[config.mk]
export PLATFORM = sky130hd
export DESIGN_NAME = mem_subsys_top
export DESIGN_NICKNAME = d
export VERILOG_FILES = /design/src/mem_pkg.sv /design/src/dcache_cpu_if.sv /design/src/dcache_mem_if.sv /design/src/data_cache.sv /design/src/mem_stage.sv /design/src/mem_subsys_top.sv
export SDC_FILE = /design/constraint.sdc
export NUM_CORES = 1
export LEC_CHECK = 0
export BUFFER_PORTS_ARGS = -buffer_cell sky130_fd_sc_hd__buf_2
export CORE_UTILIZATION = 54
export CTS_CLUSTER_DIAMETER = 40
export DETAILED_ROUTE_END_ITERATION = 8
export PLACE_DENSITY = 0.86
export SYNTH_ARGS = -nofsm -noshare
export SYNTH_HDL_FRONTEND = slang
export SYNTH_HIERARCHICAL = 1
export SYNTH_SLANG_ARGS = --single-unit
export TNS_END_PERCENT = 100
[constraint.sdc]
create_clock -name clk_i -period 10.8 [get_ports clk_i]
set_clock_uncertainty 0.1 [all_clocks]
set_input_delay 2.16 -clock clk_i [delete_from_list [all_inputs] [get_ports clk_i]]
set_output_delay 2.16 -clock clk_i [all_outputs]
set_load 0.01 [all_outputs]
[src/mem_pkg.sv]
`default_nettype none

package mem_pkg;

  localparam int ADDR_WIDTH     = 32;
  localparam int DATA_WIDTH     = 32;
  localparam int REGISTER_WIDTH = 5;

  // Cache geometry.
  localparam int LINE_BYTES  = 16;
  localparam int LINE_WIDTH  = LINE_BYTES * 8;
  localparam int N_LINES     = 4;
  localparam int OFFSET_BITS = $clog2(LINE_BYTES);
  localparam int INDEX_BITS  = $clog2(N_LINES);
  localparam int TAG_BITS    = ADDR_WIDTH - INDEX_BITS - OFFSET_BITS;

  typedef enum logic [1:0] {
    BYTE = 2'b00,
    HALF = 2'b01,
    WORD = 2'b10
  } access_size_t;

  // Field view of a byte address, MSB first.
  typedef struct packed {
    logic [TAG_BITS-1:0]    tag;
    logic [INDEX_BITS-1:0]  index;
    logic [OFFSET_BITS-3:0] word_sel;
    logic [1:0]             byte_sel;
  } dcache_addr_t;

  // Same 32 bits, read raw or split.
  typedef union packed {
    logic [ADDR_WIDTH-1:0] raw;
    dcache_addr_t          f;
  } dcache_addr_u;

endpackage : mem_pkg

`default_nettype wire

[src/dcache_cpu_if.sv]
`timescale 1ns/1ps
`default_nettype none

interface dcache_cpu_if;
  import mem_pkg::*;

  logic                    req;
  logic                    wr;
  logic [ADDR_WIDTH-1:0]   addr;   // Word aligned.
  logic [DATA_WIDTH-1:0]   wdata;  // Already lane shifted.
  logic [DATA_WIDTH/8-1:0] wstrb;
  logic                    ready;
  logic                    hit;
  logic [DATA_WIDTH-1:0]   rdata;
  logic                    rvalid;

  modport core (
    output req, wr, addr, wdata, wstrb,
    input  ready, hit, rdata, rvalid
  );

  modport cache (
    input  req, wr, addr, wdata, wstrb,
    output ready, hit, rdata, rvalid
  );

endinterface : dcache_cpu_if

`default_nettype wire

[src/dcache_mem_if.sv]
`timescale 1ns/1ps
`default_nettype none

interface dcache_mem_if;
  import mem_pkg::*;

  logic                  req;
  logic                  we;
  logic [ADDR_WIDTH-1:0] addr;   // Line aligned.
  logic [LINE_WIDTH-1:0] wdata;
  logic                  gnt;
  logic                  rvalid;
  logic [LINE_WIDTH-1:0] rdata;

  modport cache (
    output req, we, addr, wdata,
    input  gnt, rvalid, rdata
  );

  modport port (
    input  req, we, addr, wdata,
    output gnt, rvalid, rdata
  );

endinterface : dcache_mem_if

`default_nettype wire

[src/data_cache.sv]
`timescale 1ns/1ps
`default_nettype none

module data_cache (
  input  logic        clk_i,
  input  logic        rst_i,
  dcache_cpu_if.cache cpu,
  dcache_mem_if.cache mem
);
  import mem_pkg::*;

  typedef enum logic [2:0] {
    ST_READY,
    ST_WB,
    ST_REQ,
    ST_WAIT,
    ST_INSTALL
  } state_t;

  state_t state_q, state_d;

  logic [TAG_BITS-1:0]   tag_q  [N_LINES];
  logic [LINE_WIDTH-1:0] line_q [N_LINES];
  logic [N_LINES-1:0]    valid_q;
  logic [N_LINES-1:0]    dirty_q;

  dcache_addr_u            cpu_a;
  dcache_addr_u            miss_a;
  logic                    miss_wr_q;
  logic [DATA_WIDTH-1:0]   miss_wdata_q;
  logic [DATA_WIDTH/8-1:0] miss_wstrb_q;
  logic [LINE_WIDTH-1:0]   fill_q;
  logic [LINE_WIDTH-1:0]   fill_merged;
  logic [LINE_WIDTH-1:0]   hit_line;
  logic [DATA_WIDTH-1:0]   rdata_q;
  logic                    rvalid_q;
  logic                    accept;

  // Byte lanes of one word replaced where strobed.
  function automatic logic [LINE_WIDTH-1:0] merge_word(
    input logic [LINE_WIDTH-1:0]   line,
    input logic [OFFSET_BITS-3:0]  word_sel,
    input logic [DATA_WIDTH-1:0]   wdata,
    input logic [DATA_WIDTH/8-1:0] wstrb
  );
    logic [LINE_WIDTH-1:0] merged;
    merged = line;
    for (int b = 0; b < DATA_WIDTH / 8; b++) begin
      if (wstrb[b]) begin
        merged[word_sel*DATA_WIDTH + b*8 +: 8] = wdata[b*8 +: 8];
      end
    end
    return merged;
  endfunction

  assign cpu_a.raw = cpu.addr;
  assign hit_line  = line_q[cpu_a.f.index];

  assign cpu.ready  = (state_q == ST_READY);
  assign cpu.hit    = valid_q[cpu_a.f.index] && (tag_q[cpu_a.f.index] == cpu_a.f.tag);
  assign cpu.rdata  = rdata_q;
  assign cpu.rvalid = rvalid_q;

  assign accept = cpu.req && cpu.ready;

  // Store data lands in the refilled line.
  assign fill_merged = merge_word(fill_q, miss_a.f.word_sel, miss_wdata_q, miss_wstrb_q);

  always_comb begin
    state_d = state_q;
    case (state_q)
      ST_READY: begin
        if (accept && !cpu.hit) begin
          if (valid_q[cpu_a.f.index] && dirty_q[cpu_a.f.index]) begin
            state_d = ST_WB;  // Evict first.
          end else begin
            state_d = ST_REQ;
          end
        end
      end
      ST_WB:      if (mem.gnt) state_d = ST_REQ;
      ST_REQ:     if (mem.gnt) state_d = ST_WAIT;
      ST_WAIT:    if (mem.rvalid) state_d = ST_INSTALL;
      ST_INSTALL: state_d = ST_READY;
      default:    state_d = ST_READY;
    endcase
  end

  // Line bus requests, held until granted.
  always_comb begin
    mem.req   = 1'b0;
    mem.we    = 1'b0;
    mem.addr  = '0;
    mem.wdata = line_q[miss_a.f.index];
    case (state_q)
      ST_WB: begin
        mem.req  = 1'b1;
        mem.we   = 1'b1;
        mem.addr = {tag_q[miss_a.f.index], miss_a.f.index, {OFFSET_BITS{1'b0}}};
      end
      ST_REQ: begin
        mem.req  = 1'b1;
        mem.addr = {miss_a.f.tag, miss_a.f.index, {OFFSET_BITS{1'b0}}};
      end
      default: begin
      end
    endcase
  end

  always_ff @(posedge clk_i) begin
    if (!rst_i) begin
      state_q  <= ST_READY;
      valid_q  <= '0;
      dirty_q  <= '0;
      rvalid_q <= 1'b0;
    end else begin
      state_q  <= state_d;
      rvalid_q <= 1'b0;
      if (accept && cpu.hit) begin
        rvalid_q <= !cpu.wr;
        if (cpu.wr) begin
          dirty_q[cpu_a.f.index] <= 1'b1;
        end
      end
      if (state_q == ST_INSTALL) begin
        valid_q[miss_a.f.index] <= 1'b1;
        dirty_q[miss_a.f.index] <= miss_wr_q;
        rvalid_q                <= !miss_wr_q;  // Load miss completes here.
      end
    end
  end

  always_ff @(posedge clk_i) begin
    if (accept && cpu.hit) begin
      rdata_q <= hit_line[cpu_a.f.word_sel*DATA_WIDTH +: DATA_WIDTH];
      if (cpu.wr) begin
        line_q[cpu_a.f.index] <= merge_word(hit_line, cpu_a.f.word_sel, cpu.wdata, cpu.wstrb);
      end
    end
    if (accept && !cpu.hit) begin
      miss_a       <= cpu_a;
      miss_wr_q    <= cpu.wr;
      miss_wdata_q <= cpu.wdata;
      miss_wstrb_q <= cpu.wr ? cpu.wstrb : '0;
    end
    if (state_q == ST_WAIT && mem.rvalid) begin
      fill_q <= mem.rdata;
    end
    if (state_q == ST_INSTALL) begin
      line_q[miss_a.f.index] <= fill_merged;
      tag_q[miss_a.f.index]  <= miss_a.f.tag;
      rdata_q                <= fill_merged[miss_a.f.word_sel*DATA_WIDTH +: DATA_WIDTH];
    end
  end

endmodule : data_cache

`default_nettype wire

[src/mem_stage.sv]
`timescale 1ns/1ps
`default_nettype none

module mem_stage (
  input  logic                               clk_i,
  input  logic                               rst_i,
  input  logic                               valid_i,
  input  logic                               is_load_i,
  input  logic                               is_store_i,
  input  logic                               reg_wr_en_i,
  input  mem_pkg::access_size_t              access_size_i,
  input  logic [mem_pkg::DATA_WIDTH-1:0]     alu_result_i,
  input  logic [mem_pkg::DATA_WIDTH-1:0]     rs2_data_i,
  input  logic [mem_pkg::REGISTER_WIDTH-1:0] wr_reg_i,
  output logic                               stall_o,
  output logic                               wb_valid_o,
  output logic                               wb_reg_wr_en_o,
  output logic                               wb_is_next_cycle_o,
  output logic [mem_pkg::REGISTER_WIDTH-1:0] wb_wr_reg_o,
  output logic [mem_pkg::DATA_WIDTH-1:0]     wb_data_from_mem_o,
  dcache_cpu_if.core                         cache
);
  import mem_pkg::*;

  typedef enum logic [1:0] {
    IDLE    = 2'b00,
    READY   = 2'b01,
    WAITING = 2'b10
  } state_t;

  state_t state, state_d;

  logic [1:0]            byte_off;
  logic [DATA_WIDTH-1:0] load_word;

  assign byte_off = alu_result_i[1:0];

  // Word address and store lanes.
  assign cache.addr  = {alu_result_i[DATA_WIDTH-1:2], 2'b00};
  assign cache.wdata = rs2_data_i << {byte_off, 3'b000};

  always_comb begin
    case (access_size_i)
      BYTE:    cache.wstrb = 4'b0001 << byte_off;
      HALF:    cache.wstrb = 4'b0011 << byte_off;
      default: cache.wstrb = 4'b1111;
    endcase
  end

  // Loaded lane moved down, zero extended.
  assign load_word = cache.rdata >> {byte_off, 3'b000};

  always_comb begin
    case (access_size_i)
      BYTE:    wb_data_from_mem_o = {24'b0, load_word[7:0]};
      HALF:    wb_data_from_mem_o = {16'b0, load_word[15:0]};
      default: wb_data_from_mem_o = load_word;
    endcase
  end

  assign wb_wr_reg_o        = wr_reg_i;
  assign wb_is_next_cycle_o = wb_valid_o;

  always_ff @(posedge clk_i) begin
    if (!rst_i) begin
      state <= IDLE;
    end else begin
      state <= state_d;
    end
  end

  always_comb begin
    cache.req      = 1'b0;
    cache.wr       = 1'b0;
    wb_valid_o     = 1'b0;
    wb_reg_wr_en_o = 1'b0;
    stall_o        = 1'b0;
    state_d        = state;
    case (state)
      IDLE: begin
        stall_o = 1'b1;
        state_d = READY;
      end
      READY: begin
        if (valid_i && (is_load_i || is_store_i)) begin
          if (!cache.ready) begin
            stall_o = 1'b1;
          end else begin
            cache.req = 1'b1;
            cache.wr  = is_store_i;
            if (is_store_i && cache.hit) begin
              wb_valid_o     = 1'b1;
              wb_reg_wr_en_o = reg_wr_en_i;
            end else begin
              stall_o = 1'b1;
              state_d = WAITING;
            end
          end
        end else if (valid_i) begin
          wb_valid_o     = 1'b1;  // Pass-through.
          wb_reg_wr_en_o = reg_wr_en_i;
        end
      end
      WAITING: begin
        stall_o = 1'b1;
        if (is_load_i ? cache.rvalid : cache.hit) begin
          wb_valid_o     = 1'b1;
          wb_reg_wr_en_o = is_load_i | reg_wr_en_i;
          stall_o        = 1'b0;
          state_d        = READY;
        end
      end
      default: state_d = IDLE;
    endcase
  end

endmodule : mem_stage

`default_nettype wire

[src/mem_subsys_top.sv]
`timescale 1ns/1ps
`default_nettype none

module mem_subsys_top (
  input  logic                               clk_i,
  input  logic                               rst_i,
  input  logic                               valid_i,
  input  logic                               is_load_i,
  input  logic                               is_store_i,
  input  logic                               reg_wr_en_i,
  input  mem_pkg::access_size_t              access_size_i,
  input  logic [mem_pkg::DATA_WIDTH-1:0]     alu_result_i,
  input  logic [mem_pkg::DATA_WIDTH-1:0]     rs2_data_i,
  input  logic [mem_pkg::REGISTER_WIDTH-1:0] wr_reg_i,
  input  logic                               mem_gnt_i,
  input  logic                               mem_rvalid_i,
  input  logic [mem_pkg::LINE_WIDTH-1:0]     mem_line_data_i,
  output logic                               stall_o,
  output logic                               wb_valid_o,
  output logic                               wb_reg_wr_en_o,
  output logic                               wb_is_next_cycle_o,
  output logic [mem_pkg::REGISTER_WIDTH-1:0] wb_wr_reg_o,
  output logic [mem_pkg::DATA_WIDTH-1:0]     wb_data_from_mem_o,
  output logic                               rd_req_valid_o,
  output logic                               wr_req_valid_o,
  output logic [mem_pkg::ADDR_WIDTH-1:0]     mem_req_address_o,
  output logic [mem_pkg::LINE_WIDTH-1:0]     wr_line_data_o
);

  dcache_cpu_if cpu_if ();
  dcache_mem_if mem_if ();

  mem_stage u_mem_stage (
    .clk_i              (clk_i),
    .rst_i              (rst_i),
    .valid_i            (valid_i),
    .is_load_i          (is_load_i),
    .is_store_i         (is_store_i),
    .reg_wr_en_i        (reg_wr_en_i),
    .access_size_i      (access_size_i),
    .alu_result_i       (alu_result_i),
    .rs2_data_i         (rs2_data_i),
    .wr_reg_i           (wr_reg_i),
    .stall_o            (stall_o),
    .wb_valid_o         (wb_valid_o),
    .wb_reg_wr_en_o     (wb_reg_wr_en_o),
    .wb_is_next_cycle_o (wb_is_next_cycle_o),
    .wb_wr_reg_o        (wb_wr_reg_o),
    .wb_data_from_mem_o (wb_data_from_mem_o),
    .cache              (cpu_if.core)
  );

  data_cache u_data_cache (
    .clk_i (clk_i),
    .rst_i (rst_i),
    .cpu   (cpu_if.cache),
    .mem   (mem_if.cache)
  );

  // Memory side of the line bus.
  assign rd_req_valid_o    = mem_if.req && !mem_if.we;
  assign wr_req_valid_o    = mem_if.req && mem_if.we;
  assign mem_req_address_o = mem_if.addr;
  assign wr_line_data_o    = mem_if.wdata;
  assign mem_if.gnt        = mem_gnt_i;
  assign mem_if.rvalid     = mem_rvalid_i;
  assign mem_if.rdata      = mem_line_data_i;

endmodule : mem_subsys_top

`default_nettype wire
==> metrics.txt <==
status finished, final reports clean; gpl congestion 1.04; crit start category input pin; Hold Path Class flip-flop to flip-flop; CP peak stage delay 0.83 ns; hold path endpoint u_data_cache/valid_q[3]; commonest non-fill, non-tap cell in the layout edfxtp_1; starting density of the core 0.548; Hold Startpoint u_data_cache/valid_q[3]; slowest CP cell buf_4; slew margin rel. 0.190; count of final max-slew check failures 0; first-pass GRT wire length 199 mm; Remaining DRCs 0; total power 8.81 mW; crit path buf inv count 4; Seq pwr share 0.430; Worst-Skew Late Latency roughly 0.71 ns; TritonCTS Buffers around 120; switch share 0.261; hold path depth 1; H-tree Lvls 3; cell area after synthesis 0.0417 sq mm; crit path max fanout 60; Worst setup EP type output port; Fmax 120 MHz; CP Data Arrival Time approximately 6.1 ns; Clock Pin Slew Worst Setup and Hold Paths 0.06 ns; die height 280 um; post-CTS setup buffer count 0; final wirelength 141 mm; max_cap viols 0; Fin Hold WS approximately 0.38 ns; Vias/cell 7.19; min Tclk post-route 8.32 ns; first-pass iteration count of the detailed router 6; port bufs 395; cts hold-fix bufs 0; post-detail-place hpwl 97.8 mm; worst-margin pin slew 1.22 ns; Clock Sinks between 800 and 900; CTS root buf clkbuf_16; Pint 6.51 mW; clock network fraction of design power 0.452; Register Area 0.0256 sq mm; multi-input logic area around 0.015 sq mm; CP cell instances buf_6 -> buf_4 -> mux4_2 -> xnor2_1 -> nand3_1 -> a2111oi_2 -> nand4_2 -> inv_1 -> mux2i_1 -> and2_4 -> a311oi_1 -> nor2_1 -> buf_2; Antenna Violating Nets Remaining 0; Die ar. between 0.07 and 0.08 sq mm; Logic pwr share 0.119; io pins 410; vias 29.0k; vias in the first global route approximately 28k; Std-Cell Rows around 100; Register-to-Register Setup Slack 6.19 ns; layout overhead on the synthesized area 16.3%; Peak supply drop ~210 uV; Final setup viols 0; largest net degree at the start of global routing 129; Crit Path Class input pin to output port; post-CTS sizing 0; Layout fillers 5120; nets 3110; Switch Pwr 2.30 mW; Final period util 0.770; DRT iter0 DRCs 5106; Final Hold Fails 0; Synth Warn # 6; FF-to-FF End u_data_cache/cpu.rdata[1]; Core ar. 0.0762 sq mm; Final Util 0.637; initial antenna violation count 15; cell family with most CP delay buffers and inverters; reg2reg path depth 9; Worst EP required ~8.5 ns; syn avg cell area 16.4 sq um; die width 280 um; clock tree from TritonCTS built; Worst R2R Start u_data_cache/miss_a[3]; Tot GR Track Use 0.358; layout cells sized above 1 0.351; Max clock buf depth 3; post-DR wirelength/cell roughly 35 um; P_leak 16.8 nW; GRT overflow 0; RSZ-0062 raised after global routing no; Power Density 181 mW/mm^2; most frequent cells in the layout edfxtp_1, buf_2, mux4_2, a21oi_1, nand2_1; Cells after Synth 2541
worst register-to-register path: cells and delay by family (launching register included):
family          cells  cell delay [ns]
simple gates        2             0.70
mux                 1             0.49
buf+inv             3             1.10
fa+ha+maj           1             0.51
flops               1             0.50
compound gates      2             0.88
per-stage QoR:
stage	instances	setup TNS (ns)	cell area (sq um)	worst slack (ns)
detailed placement	3800	0	44500	2.65
finish	4026	0	48600	2.48
CTS	4016	0	48500	2.59
global placement	3800	0	44500	2.77
floorplan	2544	-16.52	41800	-0.0645
global route	4018	0	48500	2.40
flip-flops by register name, indices dropped and copies added, names as in the netlist, named ones only:
register	count
u_data_cache/cpu.rdata	32
u_data_cache/cpu.rvalid	1
u_data_cache/dirty_q	4
u_data_cache/fill_q	128
u_data_cache/line_q	512
u_data_cache/miss_a	30
u_data_cache/miss_wdata_q	32
u_data_cache/miss_wr_q	1
u_data_cache/miss_wstrb_q	4
u_data_cache/state_q	3
u_data_cache/tag_q	104
u_data_cache/valid_q	4
u_mem_stage/state	2
worst max-delay path by stage:
stage          depth (start not counted)  slack, ns            start                         to
4_1_cts                               13       2.59  alu_result_i[5]                    stall_o
5_1_grt                               13       2.40  alu_result_i[5]                    stall_o
6_report                              13       2.48  alu_result_i[5]                    stall_o
3_5_place_dp                          13       2.65  alu_result_i[5]                    stall_o
3_3_place_gp                          13       2.77  alu_result_i[5]                    stall_o
2_1_floorplan                         10      -0.06  alu_result_i[4]  u_data_cache/line_q[0][0]
area by class of cell:
cell class | count | share of cell area
antenna | 10 | 0.000515
clock buffer | 124 | 0.0602
clock inverter | 92 | 0.0239
inverter | 18 | 0.00139
multi-input combinational | 1451 | 0.311
sequential | 859 | 0.528
tap | 1030 | 0.0265
timing repair buffer | 442 | 0.0488
routing by layer:
| layer | part of all wire | global-route usage | vias to the layer above |
|---|---|---|---|
| li1 | - | - | 11282 |
| met1 | 0.36 | 0.511 | 14610 |
| met2 | 0.44 | 0.519 | 2721 |
| met3 | 0.16 | 0.124 | 335 |
| met4 | 0.037 | 0.116 | 16 |
| met5 | 0.00066 | 0 | - |
power groups by stage:
stage          Sequential [mW]  Combinational, mW  Clock [mW]
2_1_floorplan             3.81              0.635           0
3_3_place_gp              3.85              0.988           0
3_5_place_dp              3.85               1.01           0
4_1_cts                   3.78               1.02        4.00
5_1_grt                   3.79               1.08        4.13
6_report                  3.79               1.04        3.98
Power figures use the tool's default switching activity.
